`config.mk`:
```
export PLATFORM = sky130hd
export DESIGN_NAME = spike_tally
export DESIGN_NICKNAME = d
export VERILOG_FILES = /design/src/verilog/neuro_pkg.sv /design/src/verilog/spike_tally.sv
export VERILOG_INCLUDE_DIRS = /design/src /design/src/verilog
export SDC_FILE = /design/constraint.sdc
export NUM_CORES = 1
export LEC_CHECK = 0
export BUFFER_PORTS_ARGS = -buffer_cell sky130_fd_sc_hd__buf_2
export CAP_MARGIN = 20
export CORE_UTILIZATION = 58
export CTS_CLUSTER_DIAMETER = 150
export DETAILED_ROUTE_END_ITERATION = 10
export PLACE_DENSITY = 0.76
export SETUP_SLACK_MARGIN = 0.02
export SLEW_MARGIN = 20
export SYNTH_ARGS = -nofsm -noshare
export SYNTH_HDL_FRONTEND = slang
export SYNTH_SLANG_ARGS = --single-unit
```
`constraint.sdc`:
```
create_clock -name ep50trig -period 3.5 [get_ports ep50trig]
set_clock_uncertainty 0.05 [all_clocks]
set_input_delay 1.05 -clock ep50trig [delete_from_list [all_inputs] [get_ports ep50trig]]
set_output_delay 1.05 -clock ep50trig [all_outputs]
set_load 0.01 [all_outputs]
```
`src/verilog/neuro_cfg.svh`:
```
`ifndef NEURO_CFG_SVH
`define NEURO_CFG_SVH

// pool size, 64 motor neurons
`define NEURO_NN_LOG        6
`define NEURO_NN            (1 << `NEURO_NN_LOG)

// datapath widths
`define NEURO_SAMPLE_W      16
`define NEURO_POT_W         26
`define NEURO_GAIN_SHIFT    8
`define NEURO_CNT_W         32

// waveform memory, last slot stays unused
`define NEURO_WAVE_DEPTH    256
`define NEURO_WAVE_AW       8

// parameter reset values
`define NEURO_RST_GAIN      16'd256
`define NEURO_RST_THR_BASE  16'd4000
`define NEURO_RST_THR_STEP  16'd500
// 0.9 in Q16
`define NEURO_RST_OVR_LEN   16'd58982
`define NEURO_RST_OVR_EN    1'b1

// word addresses on the host bus
`define NEURO_REG_CTRL         4'd0
`define NEURO_REG_SRC          4'd1
`define NEURO_REG_GAIN         4'd2
`define NEURO_REG_THR_BASE     4'd3
`define NEURO_REG_THR_STEP     4'd4
`define NEURO_REG_WAVE_DATA    4'd5
`define NEURO_REG_WAVE_CLEAR   4'd6
`define NEURO_REG_STATUS       4'd7
`define NEURO_REG_SPIKE_TOTAL  4'd8
`define NEURO_REG_RECRUITED    4'd9

`endif

```
`src/verilog/neuro_pkg.sv`:
```
`default_nettype none

`include "neuro_cfg.svh"

package neuro_pkg;

    ////////////////////////////////////////////////////////////////////
    // simulation datapath types
    ////////////////////////////////////////////////////////////////////

    // muscle length, unsigned, 1.0 = 65536
    typedef logic [`NEURO_SAMPLE_W-1:0] sample_t;

    // pool parameters from the host
    typedef struct packed {
        // drive = len * gain >> 8, 256 is unity
        logic [15:0] gain;
        // threshold of neuron i is thr_base + i * thr_step
        logic [15:0] thr_base;
        logic [15:0] thr_step;
        // constant length instead of the waveform
        logic        override_en;
        sample_t     override_len;
    } pool_cfg_t;

    // one spike, at most one per cycle
    typedef struct packed {
        logic                     valid;
        logic [`NEURO_NN_LOG-1:0] id;
    } spike_evt_t;

endpackage

`default_nettype wire

```
`src/verilog/spike_tally.sv`:
```
`default_nettype none

`include "neuro_cfg.svh"

module spike_tally
(
    input  wire                          ep50trig,
    input  wire                          reset_global,
    input  wire                          i_burst_start,
    input  wire neuro_pkg::spike_evt_t   i_spike,
    output logic [`NEURO_CNT_W-1:0]      o_total,
    output logic [`NEURO_NN_LOG:0]       o_recruited
);

    // neurons seen firing this burst
    logic [`NEURO_NN-1:0] fired;
    logic                 first_fire;

    assign first_fire = i_spike.valid && !fired[i_spike.id];

    //////////////////////////////////////////////////////////////////////
    // totals, cleared per burst
    //////////////////////////////////////////////////////////////////////
    always_ff @(posedge ep50trig)
    begin
        if (reset_global || i_burst_start)
        begin
            fired       <= '0;
            o_total     <= '0;
            o_recruited <= '0;
        end
        else
        begin
            // saturate at all ones
            if (i_spike.valid && !(&o_total))
                o_total <= o_total + 1'b1;
            // population count grows with the mask
            if (first_fire)
            begin
                fired[i_spike.id] <= 1'b1;
                o_recruited       <= o_recruited + 1'b1;
            end
        end
    end

endmodule

`default_nettype wire

```
Word level (Yosys, flattened, before mapping)
Index checks and enable logic that the tools add are counted.
Word-level totals
  register bits: 103
  latch bits: 0
  RAM bits: 0
  bits in read-only memories: 0
  bits of input ports: 10
  output and inout port bits: 39
  word-level logic and storage cells: 19
  memories: 0
Operators by class
  add/subtract/negate cells: 2
  multiply operators: 0
  divide/modulo/power cells: 0
  $lt $le $gt $ge: 2
  equal/unequal tests: 0
  shift-type cells: 0
  muxes and demuxes: 4
  bitwise operators: 1
  reduce and logical (&&, ||, !) cells: 7
Operators with widths (number)
  OR 64 bit: 1
  adder 32 x 1 -> 32 bit, second input constant: 1
  AND reduction 32 bit: 1
  adder 7 x 1 -> 7 bit, second input constant: 1
  less-than comparator 6 x 7 -> 1 bit, second input constant: 1
  binary-select mux 1 bit (select 6 bit): 1
  demux 1 bit (select 6 bit): 1
  greater-or-equal comparator 6 x 1 -> 1 bit, second input constant: 1
  logical AND 1 bit: 3
  logical NOT 1 bit: 2
  two-way mux 1 bit: 2
  logical OR 1 bit: 1

Longest topological paths before layout
  depth in word-level cells: 5
  depth in mapped cells: 10

Worst setup path before layout
No wires, ideal clock.
  path type: input -> register
  from: input i_spike[2] in the netlist's numbering
  to: register fired[32]
  library setup time: 60 ps
  data arrival time: 2868 ps
  slack: 522 ps
  stages on the path: 8
  buffers on the path: 2
  cell sequence: clkbuf_1 > buf_4 > mux4_2 > mux2i_1 > o311ai_1 > or3_4 > nor2_1 > a22o_1
Between the ends
  word-level cells in the longest chain between the ends: 5
  elaborated cells between the ends (all ways): 10
RTL lines
  start: declaration: RTL line spike_tally.sv:10  | input wire neuro_pkg::spike_evt_t i_spike,
  less-than comparator 6 x 7 -> 1 bit (not written as such) or greater-or-equal comparator 6 x 1 -> 1 bit (tied branches): RTL line spike_tally.sv:40  | fired[i_spike.id] <= 1'b1;
  logical AND 1 bit (not written as such): RTL line spike_tally.sv:40
  two-way mux 1 bit (not written as such): RTL line spike_tally.sv:40
  demux 1 bit (select 6 bit): RTL line spike_tally.sv:40
  OR 64 bit (no source line)
  end signal: assignment: RTL line spike_tally.sv:28  | fired <= '0;
  end signal: indexed assignment: RTL line spike_tally.sv:40
  end: declaration: RTL line spike_tally.sv:16  | logic [`NEURO_NN-1:0] fired;
Parallel ways exist; a longest one is shown, timed or not. The select of a mux whose other input is x is not followed.
A chain may end at the register's enable or synchronous reset.

Final worst setup path
  from: input i_spike[2] in the netlist's numbering
  to: register fired[33]
The elaborated chain is that of the path after synthesis.

==> impl_metrics.ini <==
[timing]
slew_viol_final = 0
rsz0062_at_grt = false
tightest_slew_ps = 624
max_freq_ghz = 0.309
whs_ps = 410
hold_viol = 0
min_period_ps = 3240
setup_violations = 0
maxSlewHeadroom_pct = 58.3
post-route-period-util_pct = 92.5

[placement]
dpl_cell_area_um2 = 4860
gp_congestion = 0.929
dp_hpwl_um = 7040
dpl.cell_count = 637
io_buffers = 48

[yosys]
synth_top_family_by_area = simple AND/OR/NAND/NOR gates
yosysTopAreaCell = dfxtp_1
ys_warn_count = 0
synthTopCellsByArea = dfxtp_1 (46%), nand2_1 (6.2%), a22o_1 (5.0%), o21ai_0 (5.0%), mux2i_1 (4.7%)
synth_fa_ha_area_share_pct = 0.554
async_reset_ff_share_pct = 0
synth_compound_area_share_pct = 14.6
syn_inst = 507
synth-xor-area-share_pct = 5.62
synth-edff-count = 0
synthMuxAreaShare_pct = 6.98
yosysSeqAreaShare_pct = 45.6
synth-seq-cells = 103
synth.avg_cell_area_um2 = 8.91
ys.flop_type = dfxtp_1
synthSimpleGateAreaFrac_pct = 23.3
syn_nets = 519
synth_cell_types = 50
syn_area_um2 = 4520
synth_top_area_share_pct = 45.6

[critical_path]
critical_path.max_fanout = 18
ff2ff_path_depth = 7
path_class = input pin to flip-flop
worstPathCellList = buf_2, buf_4, mux2i_1, a22oi_1, nand4_1, nand3_1, or3_4, nor2_1, a22o_1
cp-end-kind = flip-flop
crit_cells = 9
slowest_stage = nor2_1
crit_buf_inv = 2
timing.rr.start = o_total[2]
arrival_ps = 3500
crit_start = i_spike[2]
rrSetupSlack_ps = 1000
crit_family = simple AND/OR/NAND/NOR gates
critical_path.max_stage_delay_ps = 500
critPathCapture = fired[33]
r2r-end = o_total[25]
required_ps = 3770
start_kind = input pin

[layout]
final_cell_area_um2 = 5040
area_growth_pct = 11.5
post-route-util_pct = 68.0
stdcell_count = 653
nets = 561
mostFrequentLayoutCells = dfxtp_1 (103), nand2_1 (75), buf_2 (48)
layout_commonest_cell = dfxtp_1
multi_input_area_um2 = 2320
fillers = 598
diodes = 0
ff_latch_area_um2 = 2060
drive_gt1_share_pct = 16.2

[pwr]
power_leakage_nw = 1.98
peakVddDrop_mv = 0.270
power_density_nw_per_um2 = 398
total_power_w = 0.00200

[die]
num_io_pins = 49
start_util_pct = 61.0
core_area_um2 = 7410
rows = 31
dieArea_um2 = 8150
die_y_um = 90.3
die_w_um = 90.3

[route]
ant_nets = 0
postRouteWirelength_um = 10000
wl_per_cell_um = 15.4
viasPerCell = 5.86
vias = 3825
post-route-drc-count = 0
drtIter0Drc = 224
dr.pass1.iters = 5

[global_route]
grt_use_total_pct = 26.1
antenna_found_initial = 0
first_global_vias = 3578
grt_max_degree = 41
grt_pass1_wl_um = 17200
grt_overflow_total = 0

[clock_tree]
cts_resized = 0
numCtsBuffers = 9
post-cts-setup-buffer-count = 0
cts.sinks = 103
cts_max_level = 3
cts_root_buf = clkbuf_8
clk_latency_ps = 380
clk_pin_slew_ps = 90
clockBufferDepth = 2
cts_hold_buf = 0
cts_tree = done

[worst_hold_path]
min_path_type = flip-flop to flip-flop
holdPathStages = 2

[flow_run]
cap_violations = 0

[outcome]
status = completed
## flip-flops by register name, summed over array words and instances (netlist names)
name         cells
o_recruited      7
fired           64
o_total         32
## worst min-delay path, stage by stage, from the launching register on
cell and delay [ps]:
dfxtp_1 330, nand2_1 50, o21ai_0 50
## cell usage after synthesis (2+ instances only)
| cell type | n |
|---|---|
| and4_1 | 7 |
| o21ai_0 | 45 |
| xor2_1 | 21 |
| a21oi_1 | 10 |
| nand4_1 | 11 |
| nor3_1 | 7 |
| inv_1 | 4 |
| mux2_2 | 3 |
| a22oi_1 | 4 |
| clkbuf_1 | 21 |
| or2_2 | 2 |
| mux2i_1 | 21 |
| nor2b_1 | 7 |
| nand3_1 | 29 |
| and2_1 | 4 |
| a22o_1 | 26 |
| a2bb2oi_1 | 2 |
| buf_2 | 5 |
| nand2_1 | 75 |
| buf_6 | 2 |
| a31oi_1 | 2 |
| nor2_1 | 43 |
| and3_1 | 11 |
| nor4_1 | 2 |
| mux4_2 | 2 |
| a21o_1 | 3 |
| or3_1 | 3 |
| nand2b_1 | 3 |
| xnor2_1 | 8 |
| dfxtp_1 | 103 |
| ha_1 | 2 |
## where the power goes
group | internal [W] | switching (W)
clock network | 0.000282 | 0.000415
logic | 0.0000422 | 0.0000879
registers | 0.00117 | 0.00000330
total | 0.00150 | 0.000506
## area by class of cell
type                            count  share of cell area [%]
Tap cell                           99                    2.46
Clock inverter                      6                   0.869
Clock buffer                       10                    2.73
Timing Repair Buffer               60                    6.80
Inverter                            4                   0.298
Sequential cell                   103                    40.9
Multi-Input combinational cell    371                    45.9
## per-stage QoR
stage / worst slack (ps) / setup TNS, ps
finish: 262 / 0
global route: 107 / 0
CTS: 307 / 0
detailed placement: -96.0 / -612
global placement: 108 / 0
floorplan: 522 / 0
## worst min-delay path by stage
stage	slack, ps	from	end
floorplan	370	fired[31]	fired[31]
global route	430	fired[57]	fired[57]
finish	410	fired[60]	fired[60]
detailed placement	390	fired[60]	fired[60]
global placement	380	fired[59]	fired[59]
CTS	410	fired[60]	fired[60]
## metal layers
layer	global-route usage, %	up-vias	routed length, µm
met5	0	-	0
met4	10.9	0	215
met3	5.81	21	471
met2	41.4	109	4640
met1	34.4	1809	4710
li1	-	1886	-
## kinds of logic after synthesis
| logic type | Yosys count |
|---|---|
| mux | 27 |
| buf+inv | 33 |
| flops | 103 |
| compound gates | 101 |
| simple gates | 212 |
| xor+xnor | 29 |
| fa+ha+maj | 2 |
No activity file was read; power rests on OpenSTA's default activity.
