### config.mk
export PLATFORM = sky130hd
export DESIGN_NAME = wave_buffer
export DESIGN_NICKNAME = d
export VERILOG_FILES = /design/src/verilog/neuro_pkg.sv /design/src/verilog/wave_buffer.sv
export VERILOG_INCLUDE_DIRS = /design/src /design/src/verilog
export SDC_FILE = /design/constraint.sdc
export NUM_CORES = 2
export LEC_CHECK = 0
export BUFFER_PORTS_ARGS = -buffer_cell sky130_fd_sc_hd__buf_4
export CELL_PAD_IN_SITES_DETAIL_PLACEMENT = 1
export CELL_PAD_IN_SITES_GLOBAL_PLACEMENT = 2
export CORE_MARGIN = 1
export CORE_UTILIZATION = 45
export CTS_BUF_LIST = sky130_fd_sc_hd__clkbuf_16
export DETAILED_ROUTE_END_ITERATION = 8
export GPL_TIMING_DRIVEN = 0
export PLACE_DENSITY_LB_ADDON = 0.05
export SLEW_MARGIN = 20
export SYNTH_ARGS = -nofsm -noshare
export SYNTH_HDL_FRONTEND = slang
export SYNTH_SLANG_ARGS = --single-unit
### constraint.sdc
create_clock -name ep50trig -period 5.2 [get_ports ep50trig]
set_clock_uncertainty 0.1 [all_clocks]
set_input_delay 1.56 -clock ep50trig [delete_from_list [all_inputs] [get_ports ep50trig]]
set_output_delay 1.56 -clock ep50trig [all_outputs]
set_load 0.02 [all_outputs]
### src/verilog/neuro_cfg.svh
`ifndef NEURO_CFG_SVH
`define NEURO_CFG_SVH

// pool size, 64 motor neurons
`define NEURO_NN_LOG        6
`define NEURO_NN            (1 << `NEURO_NN_LOG)

// datapath widths
`define NEURO_SAMPLE_W      16
`define NEURO_POT_W         26
`define NEURO_GAIN_SHIFT    8
`define NEURO_CNT_W         32

// waveform memory, last slot stays unused
`define NEURO_WAVE_DEPTH    256
`define NEURO_WAVE_AW       8

// parameter reset values
`define NEURO_RST_GAIN      16'd256
`define NEURO_RST_THR_BASE  16'd4000
`define NEURO_RST_THR_STEP  16'd500
// 0.9 in Q16
`define NEURO_RST_OVR_LEN   16'd58982
`define NEURO_RST_OVR_EN    1'b1

// word addresses on the host bus
`define NEURO_REG_CTRL         4'd0
`define NEURO_REG_SRC          4'd1
`define NEURO_REG_GAIN         4'd2
`define NEURO_REG_THR_BASE     4'd3
`define NEURO_REG_THR_STEP     4'd4
`define NEURO_REG_WAVE_DATA    4'd5
`define NEURO_REG_WAVE_CLEAR   4'd6
`define NEURO_REG_STATUS       4'd7
`define NEURO_REG_SPIKE_TOTAL  4'd8
`define NEURO_REG_RECRUITED    4'd9

`endif

### src/verilog/neuro_pkg.sv
`default_nettype none

`include "neuro_cfg.svh"

package neuro_pkg;

    ////////////////////////////////////////////////////////////////////
    // simulation datapath types
    ////////////////////////////////////////////////////////////////////

    // muscle length, unsigned, 1.0 = 65536
    typedef logic [`NEURO_SAMPLE_W-1:0] sample_t;

    // pool parameters from the host
    typedef struct packed {
        // drive = len * gain >> 8, 256 is unity
        logic [15:0] gain;
        // threshold of neuron i is thr_base + i * thr_step
        logic [15:0] thr_base;
        logic [15:0] thr_step;
        // constant length instead of the waveform
        logic        override_en;
        sample_t     override_len;
    } pool_cfg_t;

    // one spike, at most one per cycle
    typedef struct packed {
        logic                     valid;
        logic [`NEURO_NN_LOG-1:0] id;
    } spike_evt_t;

endpackage

`default_nettype wire

### src/verilog/wave_buffer.sv
`default_nettype none

`include "neuro_cfg.svh"

module wave_buffer
(
    input  wire                          ep50trig,
    input  wire                          reset_global,
    input  wire                          i_push,
    input  wire                          i_clear,
    input  wire neuro_pkg::sample_t      i_data,
    input  wire                          i_restart,
    input  wire                          i_advance,
    output neuro_pkg::sample_t           o_sample,
    output logic [`NEURO_WAVE_AW-1:0]    o_length
);

    neuro_pkg::sample_t mem [`NEURO_WAVE_DEPTH];

    // one spare bit so an overrun would show
    logic [`NEURO_WAVE_AW:0]   wr_ptr;
    logic [`NEURO_WAVE_AW-1:0] rd_idx;
    logic [`NEURO_WAVE_AW-1:0] rd_next;
    logic                      full;

    // length capped one below depth, fits the status byte
    assign full     = (wr_ptr == `NEURO_WAVE_DEPTH - 1);
    assign o_length = wr_ptr[`NEURO_WAVE_AW-1:0];
    assign rd_next  = rd_idx + 1'b1;

    // empty buffer plays silence
    assign o_sample = (o_length == '0) ? '0 : mem[rd_idx];

    //////////////////////////////////////////////////////////////////////
    // append pointer and playback index
    //////////////////////////////////////////////////////////////////////
    always_ff @(posedge ep50trig)
    begin
        if (reset_global)
        begin
            wr_ptr <= '0;
            rd_idx <= '0;
        end
        else
        begin
            if (i_clear)
                wr_ptr <= '0;
            else if (i_push && !full)
                wr_ptr <= wr_ptr + 1'b1;
            // wrap at the current length
            if (i_restart)
                rd_idx <= '0;
            else if (i_advance)
                rd_idx <= (rd_next >= o_length) ? '0 : rd_next;
        end
    end

    // sample store, push on a full buffer dropped
    always_ff @(posedge ep50trig)
    begin
        if (i_push && !full)
        begin
            mem[wr_ptr[`NEURO_WAVE_AW-1:0]] <= i_data;
        end
    end

    assert property (@(posedge ep50trig) disable iff (reset_global)
        wr_ptr < `NEURO_WAVE_DEPTH);

endmodule

`default_nettype wire

* Yosys cells after proc, flatten, opt, wreduce, memory -nomap -nowiden *
Memory sizes are Yosys's and may differ from the RTL's. A register that Yosys moved wholly into a read port is not among the register bits.
Index checks and enable logic that the tools add are counted.

storage, ports and cells
  output and inout bits = 24
  bits of input ports = 22
  register bits after elaboration = 17
  memories = 1
  word-level logic and storage cells = 18
  memory bits (writable) = 4096

operators by class
  reductions and logical operators = 5
  add/subtract/negate cells = 2
  muxes and demuxes = 6
  order comparisons = 1
  eq/ne operators = 1

memories
  name  words  width  read ports  clocked after Yosys merged registers in  wr ports  RTL line           text
  mem   256    16     1           1                                        1         wave_buffer.sv:18  neuro_pkg::sample_t mem [`NEURO_WAVE_DEPTH];

operator list
  cell                 count
  $mux 8               3
  $mux 16              1
  $add 9x1->9 const B  1
  $eq 9x8->1 const B   1
  $add 8x1->8 const B  1
  $ge 8x8->1           1
  $logic_not 8->1      1
  $reduce_or 2->1      2
  $mux 1               2
  $logic_and 1x1->1    1
  $logic_not 1->1      1

* Longest topological paths before layout *
  depth in word-level cells = 5
  depth in mapped cells = 13
  mapped depth without buffers = 11

* Worst setup path before layout *
No wires, ideal clock.

  path type = register -> output
  start = reg with a tool-made name
  end = out o_sample[10]
  data required time = 3.540 ns
  path buffers = 5
  stages on the path, launching flop included = 11
  data arrival time = 2.391 ns
  slack = 1.149 ns
  cells stage by stage = dfxtp_1 buf_6 buf_12 buf_6 buf_2 buf_2 mux4_2 a22oi_1 nand2_1 a41o_1 and3_1

RTL lines
  item           RTL line           text
  end, declared  wave_buffer.sv:14  output neuro_pkg::sample_t o_sample,

==> impl_results.md <==
- Status: complete, but fails checks
- Failing checks: negative setup slack
- Top_reg_cell synth: edfxtp_1
- CTS tree: done
- Number of synthesized flops with an enable pin: between 4000 and 5000
- Fin crit period: 6.43 ns
- FF-to-FF End: mem[123][4]
- Hold Path Depth: 2
- Post-DP Area: 169000 sq um
- Die width: 594 microns
- Slowest-stage cell, CP: nor3_4
- Peak supply drop: 0.342 mV
- Final Worst Setup Slack: -1.23 ns
- Largest net degree at the start of global routing: 117
- Max cap viols: 0
- Worst r2r src: wr_ptr[4]
- Critical path's top delay family: simple AND/OR/NAND/NOR gates
- DR WL/cell: 38.5 microns
- CTS Hold Bufs: 0
- Critical path capture point type: primary output
- Final setup fails: 16
- Antenna violations before repair: 38
- Fmax: 155 MHz
- GRT Residual Overflow: 0
- H-tree levels: 5
- Gpl congestion: 0.890
- Register area: 124000 sq um
- Via/cell ratio: 6.16
- Buf/Inv on CP: 7
- Max Transition Viols Final: 0
- Chip height: 594 microns
- Port Buf Inserts: 45
- P&R area growth vs syn: 18.6%
- Fillers: approximately 30000
- 1st-pass router iterations: 6
- Detail Route Antenna Nets: 0
- RSZ-0062 raised after global routing: yes
- Worst Path Required: ~3.5 ns
- Iter 0 DRT Violations: between 9000 and 10000
- CTS root buf: clkbuf_16
- Num rows: 216
- Post-synthesis average cell area: 21.6 sq um
- Worst Tran Pin Value: 1.17 ns
- Vias in the first global route: 82500
- Residual DRC: 0
- Die Outline Area: roughly 350000 sq um
- Final nets: 8185
- Worst-case clock buffer depth: 4
- GRT Overall Usage: 0.284
- CP max stage delay: roughly 0.74 ns
- FF-to-FF path depth: 14
- Sequential share of the synthesized area: 0.784
- Ys async rst share: 0
- Critical Path Most Common Cell: buf_16
- CP Data Arrival Time: 4.77 ns
- Final period utilization: 1.24
- Post-Syn Nets: 7341
- Cell area after layout: 187000 sq um
- CTS sink cnt: 4121
- Multi-input gate area: 34200 sq um
- Vias: about 80000
- Worst-path clk slew: about 0.060 ns
- Crit Path Class: reg2out
- Leakage dissipation: 0.0565 uW
- Commonest non-fill, non-tap cell in the layout: edfxtp_1
- FF-to-FF setup slack: 0.04 ns
- CP Cell Sequence: buf_12, buf_16, buf_16, buf_16, nand3b_1, buf_6, buf_8, o22a_1, nand4_1, nand4_1, nor3_4, and3_4, buf_6
- Worst skew pair latency: 0.96 ns
- I/O pins: 46
- CTS buffer count: 434
- Post-synthesis sequential element count: 4121
- Max FO, Critical Path: 6
- Synth warnings: 0
- Netlist cell types: 54
- Hold WC Path Type: reg2reg
- Syn Inst Count: 7305
- Routed WL: roughly 500000 microns
- Dpl hpwl: ~350000 microns
- Max_slew headroom: 0.219
- Core outline area: 347000 sq um
- Endpoints failing hold: 0
- Crit path launch type: register
- Hold Startpoint: rd_idx[2]
- First-pass GRT wire length: 687000 microns
- Share of cells above drive strength 1: 0.326
- Placement Setup Slack: -1.90 ns
- Cell Area, Synth: 158000 sq um
- Most frequent cells in the layout: 4096 x edfxtp_1, 848 x mux4_2, 446 x clkbuf_16
- Power density cells: between 300 and 400 nW/um^2
- Initial Util: 0.454
- WHS: 0.444 ns
worst reg2reg max path, stage by stage, from the launching register on:
cell      delay, ns
dfxtp_1        0.40
inv_1          0.26
nor2_4         0.17
nand3_4        0.35
clkbuf_4       0.48
nor2_1         0.12
ha_1           0.19
nor2b_1        0.10
clkbuf_1       0.30
clkbuf_2       0.46
nand3_4        0.45
clkbuf_4       0.51
buf_12         0.27
nor2_2         0.47
buf_8          0.23
worst max-delay path by stage:
stage / cells after the start / to / startpoint / slack, ns
floorplan: 10 / o_sample[10] / register / 1.15
global placement: 12 / mem[123][1] / wr_ptr[4] / -4.10
detailed placement: 12 / o_sample[11] / register / -1.90
CTS: 14 / o_sample[6] / register / -1.04
global route: 13 / o_sample[9] / register / -1.05
finish: 13 / o_sample[9] / register / -1.23
synthesized netlist by cell type (26+ instances only):
| cell type | n | area (sq um) |
|---|---|---|
| buf_1 | 26 | 97.6 |
| buf_2 | 124 | 621 |
| o22a_1 | 32 | 280 |
| a41o_1 | 31 | 310 |
| o22ai_1 | 99 | 619 |
| edfxtp_1 | 4096 | 123000 |
| a21oi_1 | 85 | 425 |
| nand2_1 | 200 | 751 |
| nand3_1 | 59 | 295 |
| nor3_1 | 71 | 355 |
| mux2i_1 | 368 | 3680 |
| o221ai_1 | 33 | 289 |
| mux2_2 | 65 | 732 |
| a211oi_1 | 99 | 743 |
| nor2_1 | 284 | 1070 |
| clkbuf_1 | 246 | 923 |
| buf_4 | 37 | 278 |
| mux4_2 | 848 | 19100 |
| a22oi_1 | 255 | 1910 |
| nand4_1 | 67 | 419 |
power breakdown:
group          internal, uW  total [uW]  switching [uW]
registers             36500       36500            4.74
logic                   223        1080             862
clock network         17500       30600           13100
per-stage QoR:
| stage | TNS, ns | power [uW] | std cells | util |
|---|---|---|---|---|
| 5_1_grt | -14.60 | 69800 | 13100 | 0.538 |
| 4_1_cts | -16.79 | 68700 | 13100 | 0.536 |
| 2_1_floorplan | 0 | 37400 | 7305 | - |
| 3_5_place_dp | -2673.95 | 38300 | 12200 | 0.486 |
| 6_report | -15.98 | 68200 | 13100 | 0.538 |
| 3_3_place_gp | - | 38200 | 11900 | 0.471 |
sequential cells by signal, indices dropped and copies added, names as in the netlist, named ones only:
| register | count |
|---|---|
| rd_idx | 8 |
| mem | 4096 |
| wr_ptr | 9 |
routing by layer:
metal,GRT usage,vias to the layer above,wire [microns]
li1,-,32500,-
met1,0.409,44500,211000
met2,0.448,3097,236000
met3,0.0446,661,37800
met4,0.0895,2,18700
met5,0,-,7
kinds of logic after synthesis:
logic type | Yosys count | share of synthesized area
multiplexers | 1281 | 0.149
adder cells (fa/ha/maj) | 14 | 0.00111
AO/OA/AOI/OAI | 659 | 0.0301
AND/OR/NAND/NOR | 767 | 0.0222
buffers and inverters | 454 | 0.0133
XOR/XNOR | 9 | 0.000500
flip-flops | 4121 | 0.784
cell type report:
cell class,instances,share of cell area
antenna,11,0.000147
buffer,434,0.0198
clock buffer,444,0.0594
clock inverter,355,0.0152
inverter,10,0.000201
multi-input combinational,2730,0.183
sequential,4121,0.661
tap,4578,0.0306
timing repair buffer,418,0.0308
repair_timing:
action	CTS	global route
gates resized for setup	714	162
buffers inserted	61	41
hold endpoints to repair	0	0
pin swaps	85	81
setup endpoints to repair	3668	303
gates cloned	8	0
Power figures use the tool's default switching activity.
