**src/verilog/neuro_cfg.svh**
```systemverilog
`ifndef NEURO_CFG_SVH
`define NEURO_CFG_SVH

// pool size, 64 motor neurons
`define NEURO_NN_LOG        6
`define NEURO_NN            (1 << `NEURO_NN_LOG)

// datapath widths
`define NEURO_SAMPLE_W      16
`define NEURO_POT_W         26
`define NEURO_GAIN_SHIFT    8
`define NEURO_CNT_W         32

// waveform memory, last slot stays unused
`define NEURO_WAVE_DEPTH    256
`define NEURO_WAVE_AW       8

// parameter reset values
`define NEURO_RST_GAIN      16'd256
`define NEURO_RST_THR_BASE  16'd4000
`define NEURO_RST_THR_STEP  16'd500
// 0.9 in Q16
`define NEURO_RST_OVR_LEN   16'd58982
`define NEURO_RST_OVR_EN    1'b1

// word addresses on the host bus
`define NEURO_REG_CTRL         4'd0
`define NEURO_REG_SRC          4'd1
`define NEURO_REG_GAIN         4'd2
`define NEURO_REG_THR_BASE     4'd3
`define NEURO_REG_THR_STEP     4'd4
`define NEURO_REG_WAVE_DATA    4'd5
`define NEURO_REG_WAVE_CLEAR   4'd6
`define NEURO_REG_STATUS       4'd7
`define NEURO_REG_SPIKE_TOTAL  4'd8
`define NEURO_REG_RECRUITED    4'd9

`endif

```
**src/verilog/neuro_pkg.sv**
```systemverilog
`default_nettype none

`include "neuro_cfg.svh"

package neuro_pkg;

    ////////////////////////////////////////////////////////////////////
    // simulation datapath types
    ////////////////////////////////////////////////////////////////////

    // muscle length, unsigned, 1.0 = 65536
    typedef logic [`NEURO_SAMPLE_W-1:0] sample_t;

    // pool parameters from the host
    typedef struct packed {
        // drive = len * gain >> 8, 256 is unity
        logic [15:0] gain;
        // threshold of neuron i is thr_base + i * thr_step
        logic [15:0] thr_base;
        logic [15:0] thr_step;
        // constant length instead of the waveform
        logic        override_en;
        sample_t     override_len;
    } pool_cfg_t;

    // one spike, at most one per cycle
    typedef struct packed {
        logic                     valid;
        logic [`NEURO_NN_LOG-1:0] id;
    } spike_evt_t;

endpackage

`default_nettype wire

```
**src/verilog/neuron_pool.sv**
```systemverilog
`default_nettype none

`include "neuro_cfg.svh"

module neuron_pool
(
    input  wire                         ep50trig,
    input  wire                         reset_global,
    input  wire neuro_pkg::pool_cfg_t   i_cfg,
    input  wire neuro_pkg::sample_t     i_sample,
    input  wire                         i_burst_start,
    input  wire [15:0]                  i_sweeps,
    output logic                        o_busy,
    output logic                        o_advance,
    output neuro_pkg::spike_evt_t       o_spike
);

    // issue side
    logic                       run;
    logic                       first_sweep;
    logic [15:0]                sweeps_left;
    logic [`NEURO_NN_LOG-1:0]   n_idx;
    logic                       last_idx;

    // drive, fixed per sweep
    neuro_pkg::sample_t         src_len;
    logic [31:0]                scaled;
    logic [`NEURO_POT_W-1:0]    drive_q;

    // potentials and the two pipeline stages
    logic [`NEURO_POT_W-1:0]    pot_mem [`NEURO_NN];
    logic                       s1_vld;
    logic                       s1_first;
    logic [`NEURO_NN_LOG-1:0]   s1_idx;
    logic [`NEURO_POT_W-1:0]    s1_pot;
    logic [`NEURO_POT_W-1:0]    pot_in;
    logic [`NEURO_POT_W-1:0]    sum;
    logic [`NEURO_POT_W-1:0]    thr;
    logic                       fire;

    assign last_idx  = &n_idx;
    assign o_busy    = run || s1_vld;
    // index moves at the end of the sweep, sample ready for neuron 0
    assign o_advance = run && last_idx;

    assign src_len = i_cfg.override_en ? i_cfg.override_len : i_sample;
    assign scaled  = (src_len * i_cfg.gain) >> `NEURO_GAIN_SHIFT;

    //////////////////////////////////////////////////////////////////////
    // sweep and neuron counters
    //////////////////////////////////////////////////////////////////////
    always_ff @(posedge ep50trig)
    begin
        if (reset_global)
        begin
            run         <= 1'b0;
            first_sweep <= 1'b0;
            sweeps_left <= 16'd0;
            n_idx       <= '0;
            s1_vld      <= 1'b0;
        end
        else
        begin
            s1_vld <= run;
            // zero sweeps, nothing to run
            if (i_burst_start && (i_sweeps != 16'd0))
            begin
                run         <= 1'b1;
                first_sweep <= 1'b1;
                sweeps_left <= i_sweeps;
                n_idx       <= '0;
            end
            else if (run)
            begin
                n_idx <= n_idx + 1'b1;
                if (last_idx)
                begin
                    first_sweep <= 1'b0;
                    sweeps_left <= sweeps_left - 1'b1;
                    if (sweeps_left == 16'd1)
                        run <= 1'b0;
                end
            end
        end
    end

    //////////////////////////////////////////////////////////////////////
    // stage one reads, stage two integrates and writes back
    //////////////////////////////////////////////////////////////////////
    always_ff @(posedge ep50trig)
    begin
        s1_idx   <= n_idx;
        s1_first <= first_sweep;
        s1_pot   <= pot_mem[n_idx];
        // latched together with neuron 0 entering stage one
        if (run && (n_idx == '0))
        begin
            drive_q <= scaled[`NEURO_POT_W-1:0];
        end
        if (s1_vld)
        begin
            pot_mem[s1_idx] <= fire ? (sum - thr) : sum;
        end
    end

    // first sweep starts from rest, stands in for a memory clear
    assign pot_in = s1_first ? '0 : s1_pot;
    assign sum    = pot_in + drive_q;
    // larger neurons sit higher, recruited later
    assign thr    = `NEURO_POT_W'(i_cfg.thr_base)
                  + `NEURO_POT_W'(s1_idx) * `NEURO_POT_W'(i_cfg.thr_step);
    assign fire   = s1_vld && (sum >= thr);

    assign o_spike = '{valid: fire, id: s1_idx};

    // spikes only within a burst
    assert property (@(posedge ep50trig) disable iff (reset_global)
        o_spike.valid |-> o_busy);

endmodule

`default_nettype wire

```
**config.mk**
```make
export PLATFORM = sky130hd
export DESIGN_NAME = neuron_pool
export DESIGN_NICKNAME = d
export VERILOG_FILES = /design/src/verilog/neuro_pkg.sv /design/src/verilog/neuron_pool.sv
export VERILOG_INCLUDE_DIRS = /design/src /design/src/verilog
export SDC_FILE = /design/constraint.sdc
export NUM_CORES = 2
export LEC_CHECK = 0
export BUFFER_PORTS_ARGS = -buffer_cell sky130_fd_sc_hd__buf_4
export CORE_MARGIN = 1
export CORE_UTILIZATION = 57
export CTS_CLUSTER_DIAMETER = 100
export DETAILED_ROUTE_END_ITERATION = 6
export HOLD_SLACK_MARGIN = 0.06
export PLACE_DENSITY_LB_ADDON = 0.05
export RECOVER_POWER = 50
export SLEW_MARGIN = 10
export SYNTH_ARGS = -nofsm -noshare
export SYNTH_HDL_FRONTEND = slang
export SYNTH_SLANG_ARGS = --single-unit
```
**constraint.sdc**
```tcl
create_clock -name ep50trig -period 8.2 [get_ports ep50trig]
set_input_delay 0.82 -clock ep50trig [delete_from_list [all_inputs] [get_ports ep50trig]]
set_output_delay 0.82 -clock ep50trig [all_outputs]
set_load 0.03 [all_outputs]
```
[After elaboration in Yosys (flattened, before gate mapping)]
Memory sizes are Yosys's and may differ from the RTL's. A register that Yosys moved wholly into a read port is not among the register bits.
Cells that the tools add are included.
Storage, ports and cells
  bits in registers: 56
  memory bits (writable): 1664
  input port bits: 100
  output and inout bits: 9
  word-level logic and storage cells: 45
  memories kept: 1
Operators by class
  add/subtract/negate cells: 5
  multiply operators: 2
  $lt $le $gt $ge: 1
  eq/ne operators: 1
  multiplexer cells: 15
  reductions and logical operators: 12
Memory list
  pot_mem: depth 64, bits a word 26, rd ports 1, clocked after Yosys merged registers in 1, wr ports 1, line neuron_pool.sv:31  | logic [`NEURO_POT_W-1:0] pot_mem [`NEURO_NN];
Operators with widths (count)
  two-way mux 16 bit: 4
  two-way mux 26 bit: 2
  multiplier 16 x 16 -> 32 bit: 1
  adder 26 x 24 -> 26 bit: 1
  greater-or-equal comparator 26 x 23 -> 1 bit: 1
  subtractor 26 bit: 1
  adder 16 x 22 -> 23 bit: 1
  multiplier 6 x 16 -> 22 bit: 1
  equality test 16 x 1 -> 1 bit, second input constant: 1
  nonzero test 16 bit: 1
  subtractor 16 x 1 -> 16 bit, second input constant: 1
  two-way mux 1 bit: 9
  adder 6 x 1 -> 6 bit, second input constant: 1
  logical NOT 6 bit: 1
  AND reduction 6 bit: 1
  logical AND 1 bit: 4
  nonzero test 2 bit: 2
  AND reduction 2 bit: 1
  OR reduction 2 bit: 1
  logical OR 1 bit: 1

[Longest topological paths before layout]
  depth in word-level cells: 5
  depth in mapped cells: 30
  gate-level depth less buffers: 27

[Worst setup path after synthesis]
No wires, ideal clock.
  kind: input -> register
  start: input i_cfg[22] in the netlist's numbering
  end: memory pot_mem[0][1] in the netlist's numbering (data pin)
  library setup time: 0.564 ns
  arrival: 8.378 ns
  required time: 7.636 ns
  setup slack: -0.742 ns
  stages on the path: 26
  path buffers: 1
  cell sequence: and2_1 fa_1 inv_1 fa_1 inv_1 fa_1 fa_1 ha_1 o21ai_0 a21oi_1 a2111oi_0 o211a_1 nor2_1 a21oi_1 nand2b_1 a211o_1 ha_1 a21o_1 a21o_1 a21o_1 a31oi_1 a31o_2 o211ai_2 o21ai_4 buf_6 mux2i_1
Between the ends
  longest elaborated chain between the ends: 5
RTL lines
  start: declaration: line neuron_pool.sv:9  | input wire neuro_pkg::pool_cfg_t i_cfg,
  multiplier 6 x 16 -> 22 bit (no source line)
  adder 16 x 22 -> 23 bit (no source line)
  greater-or-equal comparator 26 x 23 -> 1 bit: line neuron_pool.sv:112  | assign fire = s1_vld && (sum >= thr);
  logical AND 1 bit: line neuron_pool.sv:112
  two-way mux 26 bit: line neuron_pool.sv:102  | pot_mem[s1_idx] <= fire ? (sum - thr) : sum;
  end: declaration: line neuron_pool.sv:31
No other way between the ends.

==> results.yml <==
power_and_ir_drop:
  p_per_area_nw_per_um2: 392
  p_leak_nw: 30.2
  ir_worst_vdd_v: 0.000510
routing:
  wl_per_cell_um: 32.2
  drt-vias-per-instance: 6.40
  first_iter_violations: 4896
  vias: 42400
  drc_errors: 0
  totalWireLength_mm: 213
  route.antenna.remaining_nets: 0
  dr.pass1.iters: 7
global_route:
  grt_pass1_wl_mm: 302
  grt_max_degree: 118
  overflow: 0
  grt_pass1_vias: 41600
  globalRouteTotalUtil_pct: 30.6
  antenna_found_initial: 7
finish:
  final_common_cell: "edfxtp_1"
  layout_common_cells: "edfxtp_1 (1688), mux4_2 (546), inv_1 (302)"
  final_net_count: 5151
  final_util_pct: 64.6
  layout-drive-gt1-share_pct: 23.4
  syn2layout_area_growth_pct: 12.4
  final_area_sq_um: 90200
critical_path:
  reg2reg_depth: 28
  required_ns: 7.38
  crit_type: "reg -> out"
  max_stage_delay_ns: 0.54
  endpoint_kind: "output pin"
  critPathMaxFanout: 8
  crit_cells: 27
  path_common_cell: "fa_1"
  crit_buf_inv: 7
  critPathLaunchType: "flop"
  critPathSlowestCell: "fa_1"
  path_delay_family: "adder cells"
  worst_ep_arrival_time_ns: 7.15
clock_network:
  cts_root_buf: "clkbuf_16"
  cts_hold_buf: 0
  clockBufferDepth: 3
  clkTransAtPathRegs_ns: 0.06
  numClockSinks: 1746
  cts-buffers-inserted: 175
  clk_latency_ns: 0.83
  cts_tree: "built"
  cts-htree-levels: 4
placement:
  gp_congestion: 0.916
  port_buffers: 108
  pre_cts_ws_ns: 0.125
  dpl.hpwl_mm: 124
  place_area_sq_um: 84800
worst_hold_path:
  hold_depth: 3
  hold_class: "in -> reg"
synthesis:
  yosys_warnings: 0
  syn_area_sq_um: 80200
  syn-num-nets: 4891
  synthFlopType: "edfxtp_1"
  syn_inst: 4330
  seq_area_frac_synth_pct: 64.6
  avgSynthCellArea_sq_um: 18.5
  async_flop_share_pct: 0
  synth_edf_count: 1688
  synth_cell_type_count: 69
  synth-seq-cells: 1746
floorplan:
  core_sq_um: 140000
  dieArea_sq_um: 142000
  start_util_pct: 57.5
  die_w_um: 377
  num_io_pins: 109
  dieHeight_um: 377
  rows: 137
job:
  cap_violations: 83
status:
  violations: "capacitance limit, slew limit"
  status: "finished, violations left"
timing:
  slew_viol_final: 1992
  hold_violations: 0
  max_freq_ghz: 0.126
  timing.final.setup_violations: 0
  period_share_pct: 97.1
  tightest_slew_ns: 4.31
  final.setup_skew_ns: 0.0375
  fin_ws_ns: 0.234
  relSlewSlack_pct: -188
  finalCriticalPeriod_ns: 7.97
-- Yosys cell counts (all sizes together) (33+ instances only) --
cell | number | share of area [%]
and2 | 164 | 1.3
ha | 196 | 3.1
edfxtp | 1688 | 63
xnor2 | 66 | 0.72
xor2 | 33 | 0.36
nand2 | 238 | 1.1
inv | 303 | 1.4
nor2 | 128 | 0.60
o21ai | 40 | 0.27
mux2 | 37 | 0.52
mux4 | 546 | 15
clkbuf | 138 | 0.65
nor2b | 47 | 0.37
buf | 49 | 0.26
a21oi | 73 | 0.46
fa | 265 | 6.6
dfxtp | 58 | 1.4
-- worst min-delay path, stage by stage --
cell and delay, ns:
buf_4 0.11, nand2_1 0.06, a21oi_1 0.06
-- metrics by stage --
step	std cells	power, mW	hold slack, ns	TNS (ns)
4_1_cts	6598	35.2	0.229	0
6_report	6618	35.4	0.277	0
2_1_floorplan	4330	22.2	0.326	-94.95
3_3_place_gp	6275	27.2	0.345	0
3_5_place_dp	6275	27.4	0.354	0
5_1_grt	6612	36.9	0.272	-0.0575
-- state kept, by name, summed over array words and instances, names as in the netlist --
| register | count |
|---|---|
| s1_pot | 26 |
| s1_first | 1 |
| drive_q | 24 |
| run | 1 |
| s1_idx | 6 |
| sweeps_left | 16 |
| first_sweep | 1 |
| n_idx | 6 |
| s1_vld | 1 |
| pot_mem | 1664 |
-- worst paths after layout --
kind / start / to / slack [ns]
hold / removal: i_sweeps[1] / sweeps_left[1]$_SDFFE_PP0P_ / 0.28
hold reg to reg: first_sweep$_SDFFE_PP0P_ / s1_first$_DFF_P_ / 0.37
setup reg to reg: s1_idx[0]$_DFF_P_ / pot_mem[62][18]$_DFFE_PP_ / 0.88
setup / recovery: s1_idx[0]$_DFF_P_ / o_spike[6] / 0.23
-- routing by layer --
metal | track usage (%) | wire, um
met2 | 47.6 | 102000
met5 | 0 | 61
met4 | 8.97 | 6060
met1 | 44.3 | 84500
met3 | 6.03 | 20500
-- kinds of logic (layout without fill, tap and decap cells) --
family | Yosys count | after routing | share of synthesized area [%]
flops | 1746 | 1746 | 64.6
fa+ha+maj | 461 | 461 | 9.67
other cells | 0 | 6 | 0
simple gates | 706 | 706 | 4.37
mux | 589 | 589 | 15.9
buf+inv | 490 | 896 | 2.32
xor+xnor | 99 | 99 | 1.08
compound gates | 239 | 239 | 1.99
-- where the power goes --
group	internal (mW)	leakage (nW)	switching [mW]
combinational	4.41	11.8	8.65
clock	4.46	2.74	3.41
sequential	14.3	15.7	0.106
total	23.2	30.2	12.2
-- what timing repair did --
item,4_1_cts,5_1_grt
gates cloned,0,0
pin swaps,0,17
setup buffers,0,14
endpoints found under the setup margin,1,1
gates resized for setup,21,34
-- layout make-up --
class	count	area, sq um
diodes	6	15.0
repair buffers	270	2190
well taps	1876	2350
multi-input cells	2094	27000
flip-flops and latches	1746	51900
clock inverters	94	975
clock buffers	229	4660
fillers	9760	49300
inverters	303	1140
Note: power is estimated with default switching activity, not from simulation.
